`src/logic/mem_pkg.sv`:
```
`default_nettype none

package mem_pkg;

  // --------------------------------------------------------------------------
  // bus and memory geometry.
  // --------------------------------------------------------------------------
  localparam int data_width = 32;
  localparam int strb_width = data_width / 8;

  localparam int mem_words = 1024;
  localparam int word_index_width = $clog2(mem_words);

  // the window starts here and covers mem_words whole words.
  localparam logic [data_width-1:0] mem_base = 32'h8000_0000;
  localparam logic [data_width-1:0] mem_limit =
      mem_base + data_width'(mem_words * strb_width);

  // response codes carried on rresp and bresp.
  typedef enum logic [1:0] {
    resp_okay   = 2'b00,
    resp_decerr = 2'b11
  } resp_t;

  // --------------------------------------------------------------------------
  // address helpers.
  // --------------------------------------------------------------------------
  function automatic logic in_window(input logic [data_width-1:0] addr);
    return (addr >= mem_base) && (addr < mem_limit);
  endfunction

  // the low two bits select a lane and are dropped here.
  function automatic logic [word_index_width-1:0] word_index(
      input logic [data_width-1:0] addr);
    logic [data_width-1:0] offset;
    offset = addr - mem_base;
    return offset[word_index_width+1:2];
  endfunction

endpackage

`default_nettype wire

```
`src/logic/mem_bus_if.sv`:
```
`timescale 1ns/100ps
`default_nettype none

interface mem_bus_if;
  import mem_pkg::*;

  // read address and read data.
  logic [data_width-1:0] araddr;
  logic                  arvalid;
  logic                  arready;
  logic [data_width-1:0] rdata;
  resp_t                 rresp;
  logic                  rvalid;
  logic                  rready;

  // write address, write data and write response.
  logic [data_width-1:0] awaddr;
  logic                  awvalid;
  logic                  awready;
  logic [data_width-1:0] wdata;
  logic [strb_width-1:0] wstrb;
  logic                  wvalid;
  logic                  wready;
  resp_t                 bresp;
  logic                  bvalid;
  logic                  bready;

  modport manager (
    output araddr, arvalid, input arready,
    input rdata, rresp, rvalid, output rready,
    output awaddr, awvalid, input awready,
    output wdata, wstrb, wvalid, input wready,
    input bresp, bvalid, output bready
  );

  // the read and write responders share this view and each drives its own side.
  modport subordinate (
    input araddr, arvalid, output arready,
    output rdata, rresp, rvalid, input rready,
    input awaddr, awvalid, output awready,
    input wdata, wstrb, wvalid, output wready,
    output bresp, bvalid, input bready
  );

endinterface

`default_nettype wire

```
`src/logic/load_store_unit.sv`:
```
`timescale 1ns/100ps
`default_nettype none

module load_store_unit (
  input  wire                           clock,
  input  wire                           reset,
  input  wire                           ren,
  input  wire                           wen,
  input  wire                           suffix_b,
  input  wire                           suffix_h,
  input  wire                           sext,
  input  wire  [mem_pkg::data_width-1:0] addr,
  input  wire  [mem_pkg::data_width-1:0] wdata,
  output logic [mem_pkg::data_width-1:0] load_data,
  output logic                          read_done,
  output logic                          write_done,
  output logic                          busy,
  output logic                          access_fault,
  mem_bus_if.manager                    bus
);
  import mem_pkg::*;

  typedef enum logic [2:0] {
    st_idle,
    st_read_addr,
    st_read_data,
    st_write_addr,
    st_write_data,
    st_write_resp,
    st_finish
  } state_t;

  state_t state;

  logic [data_width-1:0] req_addr;
  logic [data_width-1:0] req_wdata;
  logic [strb_width-1:0] req_strb;
  logic                  req_byte;
  logic                  req_half;
  logic                  req_sext;
  logic                  accept;
  logic [strb_width-1:0] size_strb;
  logic [data_width-1:0] lane_data;
  logic [data_width-1:0] load_value;

  assign accept = (state == st_idle) && (ren || wen);
  assign busy = (state != st_idle);

  // --------------------------------------------------------------------------
  // request capture and store lane placement.
  // --------------------------------------------------------------------------
  assign size_strb = suffix_b ? 4'b0001 : (suffix_h ? 4'b0011 : 4'b1111);

  always_ff @(posedge clock) begin
    if (accept) begin
      req_addr  <= addr;
      req_wdata <= wdata << {addr[1:0], 3'b000};
      req_strb  <= size_strb << addr[1:0];
      req_byte  <= suffix_b;
      req_half  <= suffix_h;
      req_sext  <= sext;
    end
  end

  assign bus.araddr = req_addr;
  assign bus.awaddr = req_addr;
  assign bus.wdata  = req_wdata;
  assign bus.wstrb  = req_strb;

  // --------------------------------------------------------------------------
  // load lane selection and extension.
  // --------------------------------------------------------------------------
  assign lane_data = bus.rdata >> {req_addr[1:0], 3'b000};

  always_comb begin
    if (req_byte) begin
      load_value = {{24{req_sext & lane_data[7]}}, lane_data[7:0]};
    end else if (req_half) begin
      load_value = {{16{req_sext & lane_data[15]}}, lane_data[15:0]};
    end else begin
      load_value = lane_data;
    end
  end

  always_ff @(posedge clock) begin
    if (state == st_read_data && bus.rvalid) begin
      load_data <= load_value;
    end
  end

  // --------------------------------------------------------------------------
  // transaction FSM.
  // --------------------------------------------------------------------------
  always_ff @(posedge clock) begin
    if (reset) begin
      state        <= st_idle;
      bus.arvalid  <= 1'b0;
      bus.rready   <= 1'b0;
      bus.awvalid  <= 1'b0;
      bus.wvalid   <= 1'b0;
      bus.bready   <= 1'b0;
      read_done    <= 1'b0;
      write_done   <= 1'b0;
      access_fault <= 1'b0;
    end else begin
      read_done  <= 1'b0;
      write_done <= 1'b0;
      case (state)
        st_idle: begin
          // a store wins over a load raised in the same cycle.
          if (wen) begin
            bus.awvalid <= 1'b1;
            state       <= st_write_addr;
          end else if (ren) begin
            bus.arvalid <= 1'b1;
            state       <= st_read_addr;
          end
        end
        st_read_addr: begin
          if (bus.arready) begin
            bus.arvalid <= 1'b0;
            bus.rready  <= 1'b1;
            state       <= st_read_data;
          end
        end
        st_read_data: begin
          if (bus.rvalid) begin
            bus.rready   <= 1'b0;
            access_fault <= (bus.rresp != resp_okay);
            read_done    <= 1'b1;
            state        <= st_finish;
          end
        end
        st_write_addr: begin
          if (bus.awready) begin
            bus.awvalid <= 1'b0;
            bus.wvalid  <= 1'b1;
            state       <= st_write_data;
          end
        end
        st_write_data: begin
          if (bus.wready) begin
            bus.wvalid <= 1'b0;
            bus.bready <= 1'b1;
            state      <= st_write_resp;
          end
        end
        st_write_resp: begin
          if (bus.bvalid) begin
            bus.bready   <= 1'b0;
            access_fault <= (bus.bresp != resp_okay);
            write_done   <= 1'b1;
            state        <= st_finish;
          end
        end
        default: begin
          state <= st_idle;
        end
      endcase
    end
  end

endmodule

`default_nettype wire

```
`src/flat_wrapper.sv`:
```
// flat-port wrapper written by rule: the top's interface ports become plain ports
module load_store_unit_flat import mem_pkg::*;
  (clock, reset, ren, wen, suffix_b, suffix_h, sext, addr, wdata, load_data, read_done, write_done, busy, access_fault, bus_araddr, bus_arvalid, bus_arready, bus_rdata, bus_rresp, bus_rvalid, bus_rready, bus_awaddr, bus_awvalid, bus_awready, bus_wdata, bus_wstrb, bus_wvalid, bus_wready, bus_bresp, bus_bvalid, bus_bready);
  mem_bus_if bus_i ();
  input  wire clock;
  input  wire reset;
  input  wire ren;
  input  wire wen;
  input  wire suffix_b;
  input  wire suffix_h;
  input  wire sext;
  input  wire  [mem_pkg::data_width-1:0] addr;
  input  wire  [mem_pkg::data_width-1:0] wdata;
  output logic [mem_pkg::data_width-1:0] load_data;
  output logic read_done;
  output logic write_done;
  output logic busy;
  output logic access_fault;
  output wire logic [$bits(bus_i.araddr)-1:0] bus_araddr;
  output wire logic [$bits(bus_i.arvalid)-1:0] bus_arvalid;
  input wire logic [$bits(bus_i.arready)-1:0] bus_arready;
  input wire logic [$bits(bus_i.rdata)-1:0] bus_rdata;
  input wire logic [$bits(bus_i.rresp)-1:0] bus_rresp;
  input wire logic [$bits(bus_i.rvalid)-1:0] bus_rvalid;
  output wire logic [$bits(bus_i.rready)-1:0] bus_rready;
  output wire logic [$bits(bus_i.awaddr)-1:0] bus_awaddr;
  output wire logic [$bits(bus_i.awvalid)-1:0] bus_awvalid;
  input wire logic [$bits(bus_i.awready)-1:0] bus_awready;
  output wire logic [$bits(bus_i.wdata)-1:0] bus_wdata;
  output wire logic [$bits(bus_i.wstrb)-1:0] bus_wstrb;
  output wire logic [$bits(bus_i.wvalid)-1:0] bus_wvalid;
  input wire logic [$bits(bus_i.wready)-1:0] bus_wready;
  input wire logic [$bits(bus_i.bresp)-1:0] bus_bresp;
  input wire logic [$bits(bus_i.bvalid)-1:0] bus_bvalid;
  output wire logic [$bits(bus_i.bready)-1:0] bus_bready;
  assign bus_araddr = bus_i.araddr;
  assign bus_arvalid = bus_i.arvalid;
  assign bus_i.arready = bus_arready;
  assign bus_i.rdata = bus_rdata;
  assign bus_i.rresp = bus_rresp;
  assign bus_i.rvalid = bus_rvalid;
  assign bus_rready = bus_i.rready;
  assign bus_awaddr = bus_i.awaddr;
  assign bus_awvalid = bus_i.awvalid;
  assign bus_i.awready = bus_awready;
  assign bus_wdata = bus_i.wdata;
  assign bus_wstrb = bus_i.wstrb;
  assign bus_wvalid = bus_i.wvalid;
  assign bus_i.wready = bus_wready;
  assign bus_i.bresp = bus_bresp;
  assign bus_i.bvalid = bus_bvalid;
  assign bus_bready = bus_i.bready;
  load_store_unit u_core (.clock(clock), .reset(reset), .ren(ren), .wen(wen), .suffix_b(suffix_b), .suffix_h(suffix_h), .sext(sext), .addr(addr), .wdata(wdata), .load_data(load_data), .read_done(read_done), .write_done(write_done), .busy(busy), .access_fault(access_fault), .bus(bus_i));
endmodule
```
`config.mk`:
```
export PLATFORM = sky130hd
export DESIGN_NAME = load_store_unit_flat
export DESIGN_NICKNAME = d
export VERILOG_FILES = /design/src/logic/mem_pkg.sv /design/src/logic/mem_bus_if.sv /design/src/logic/load_store_unit.sv /design/src/flat_wrapper.sv
export SDC_FILE = /design/constraint.sdc
export NUM_CORES = 1
export LEC_CHECK = 0
export BUFFER_PORTS_ARGS = -buffer_cell sky130_fd_sc_hd__buf_2
export CAP_MARGIN = 10
export CELL_PAD_IN_SITES_DETAIL_PLACEMENT = 2
export CELL_PAD_IN_SITES_GLOBAL_PLACEMENT = 2
export CORE_UTILIZATION = 30
export DETAILED_ROUTE_END_ITERATION = 10
export PLACE_DENSITY = 0.86
export SYNTH_ARGS = -nofsm -noshare
export SYNTH_HDL_FRONTEND = slang
export SYNTH_SLANG_ARGS = --single-unit
```
`constraint.sdc`:
```
create_clock -name clock -period 6.4 [get_ports clock]
set_input_delay 0.96 -clock clock [delete_from_list [all_inputs] [get_ports clock]]
set_output_delay 0.96 -clock clock [all_outputs]
set_load 0.01 [all_outputs]
```
==> results.ini <==
[global_routing]
antenna_found_initial=0
grt_pass1_vias=4428
overflow=0
grt.met1_usage_pct=19.9
grtUsageMet2_pct=33.6
top_usage_layer=met2
grtUsageMet3_pct=4.90
track_usage_pct=18.5
grt_max_degree=72
grt_first_pass_wirelength_mm=24.7

[yosys]
netlist_instances=410
synth_compound_area_share_pct=10.6
yosys.area_share.simple_pct=10.5
syn-cell-area_sq_mm=0.00514
yosys_warnings=0
synthAdderAreaFrac_pct=0
ys_types=39
synth_area_leaders=edfxtp_1, buf_4, mux2i_1
synth_mux_area_share_pct=6.82
yosys.area_share.xor_xnor_pct=0
yosysSeqAreaShare_pct=64.5
ys_ff_latch=114
yosys.area.top_type=edfxtp_1
async_reset_ff_share_pct=0
synthFlopType=edfxtp_1
synth_top_family_by_area=compound AO/OA/AOI/OAI gates
avgSynthCellArea_sq_um=12.5
synth_edf_count=103
yosysTopAreaCellShare_pct=60.2
postSynthNetCount=522

[cells_and_area]
final_util_pct=41.8
n_fill_cell=1773
multi_input_area_sq_mm=0.00145
layout_common_cells=buf_2, edfxtp_1, nor2_1, a21oi_1, nand2_1
drive_gt1_share_pct=46.7
regArea_sq_mm=0.00331
nets=739
num_antenna_cells=0
layout_commonest_cell=buf_2
layoutNonFillerInstCount=860
area_growth_syn_to_layout_pct=35.4

[setup_path]
crit_slowest_cell=dfxtp_1
cpLargestDelayFamily=flip-flops
crit_arrival_ns=1.52
crit-reg2reg-launch=u_core.bus.araddr[1]$_DFFE_PP_
cp_max_fo=17
r2r_slack_ns=4.00
cp-start-kind=flip-flop
cp_cell_sequence=or3_1 > buf_2
path_class=flip-flop to primary output
crit_buf_inv=1
cp_slowest_stage_delay_ns=0.47
required_ns=5.44
ff2ff_path_depth=5
cp-end-kind=primary output
r2r-end=u_core.load_data[9]$_DFFE_PP_

[clock_tree]
worstSkewPairLatency_ns=0.41
post-cts-setup-buffers=0
cts_tree=yes
clock-sinks=114
clockBufferDepth=2
cts_htree_levels=4
clk_pin_slew_ns=0.05
hold_buffers=0
cts_buffers=17
clockRootBuffer=clkbuf_16
ctsResizeCount=0

[sta]
tightest_slew_ns=1.11
fin_hold_ws_ns=0.488
fin_crit_ns=2.48
finalHoldViolations=0
slew_headroom_pct=25.9
drv_slew=0
finalCritPeriodShare_pct=38.8
fmax_mhz=403
finalSetupViolCount=0
setup_slack_ns=3.92
fin_skew_ns=0.00605
setup-tns-final_ns=0
rsz0062_at_grt=no

[outcome]
status=finished clean

[power_and_ir_drop]
power_frac_clock_pct=31.5
switching_share_pct=33.2
p_leak_nw=2.94
p_int_w=0.00210
p_sw_w=0.00104
ir_drop_v=0.000338
power_frac_seq_pct=39.3
p_comb_share_pct=29.2
p_per_area_mw_per_mm2=451

[drt]
antenna_left=0
vias=4081
via_per_inst=4.75
routedWlPerCell_microns=18.7
drtPass1Iterations=4
drc=0
drtIter0Drc=199
wirelength_mm=16.1

[worst_hold_path]
hp-class=flip-flop to flip-flop
hold_path_end=u_core.bus.wvalid$_SDFFE_PP0P_
whs_path_depth=2
min-delay-start=u_core.bus.wvalid$_SDFFE_PP0P_

[place]
dp_cells=828
io_buffers=252
dp_slack_ns=3.71
place_hpwl_mm=11.8
place_congestion=0.792

[floorplan]
die_width_microns=133
num_rows=47
dieHeight_microns=133
start_util_pct=30.9
ios=253
coreArea_sq_mm=0.0166
die_area_sq_mm=0.0177

[flow_run]
maxCapViolations=0

-- metrics by stage --
step / total power (W) / instance area (sq um)
floorplan: 0.00184 / 5140
global placement: 0.00212 / 6340
detailed placement: 0.00217 / 6340
CTS: 0.00319 / 6960
global route: 0.00330 / 6960
finish: 0.00314 / 6960
-- power groups by stage --
stage          sequential, W  combinational, W  clock [W]
2_1_floorplan        0.00133          0.000513          0
3_3_place_gp         0.00123          0.000883          0
3_5_place_dp         0.00125          0.000923          0
4_1_cts              0.00124          0.000934    0.00101
5_1_grt              0.00126          0.000995    0.00104
6_report             0.00123          0.000916   0.000990
-- synthesized netlist by cell type, types with 2 or more instances --
library cell / n
inv_1: 4
buf_1: 3
nand3b_1: 2
a211oi_1: 25
buf_4: 35
nor2_1: 42
buf_2: 12
mux2i_1: 26
and2_1: 8
dfxtp_1: 11
clkbuf_1: 7
o22ai_1: 2
mux2_2: 8
edfxtp_1: 103
nand2_1: 28
nand3_1: 4
nor3_1: 5
o21ai_0: 9
nor2b_1: 18
a21oi_1: 39
-- per-layer routing --
| layer | up-vias | wire (microns) |
|---|---|---|
| li1 | 1914 | - |
| met1 | 1975 | 6240 |
| met2 | 161 | 8490 |
| met3 | 31 | 909 |
| met4 | 0 | 453 |
| met5 | - | 0 |
-- cells by family after synthesis --
family	Yosys count
mux	34
simple gates	115
compound gates	85
buf+inv	62
flops	114
-- how the worst max path moves through the flow --
| stage | from | to | slack (ns) | cells past startpoint |
|---|---|---|---|---|
| 3_5_place_dp | bus_rdata[31] | u_core.load_data[9]$_DFFE_PP_ | 3.71 | 5 |
| 2_1_floorplan | wen | u_core.bus.araddr[0]$_DFFE_PP_ | 1.91 | 2 |
| 3_3_place_gp | bus_rdata[31] | u_core.load_data[13]$_DFFE_PP_ | 3.81 | 5 |
| 5_1_grt | u_core.bus.araddr[1]$_DFFE_PP_ | u_core.load_data[15]$_DFFE_PP_ | 3.79 | 5 |
| 6_report | u_core.state[0]$_SDFFE_PP0P_ | busy | 3.92 | 2 |
| 4_1_cts | u_core.state[0]$_SDFFE_PP0P_ | busy | 3.88 | 2 |
-- worst reg2reg max path, delay by kind of cell (launching register included) --
| family | cells | cell delay, ns |
|---|---|---|
| and+or+nand+nor | 1 | 0.14 |
| buffers and inverters | 1 | 0.35 |
| muxes | 2 | 0.45 |
| DFF | 1 | 0.32 |
| AOI/OAI and AO/OA | 1 | 0.85 |
-- layout make-up --
class,instances,area share (%)
Sequential cell,114,47.6
Multi-Input combinational cell,234,20.8
Timing Repair Buffer,256,18.6
Clock buffer,18,6.17
Tap cell,220,3.96
Clock inverter,14,2.71
Inverter,4,0.216
-- registers in the layout (all words and copies together) (netlist names), 3 cells and up --
signal,flops
u_core.bus.araddr,32
u_core.bus.wdata,32
u_core.bus.wstrb,4
u_core.load_data,32
u_core.state,3
Power figures use the tool's default switching activity.
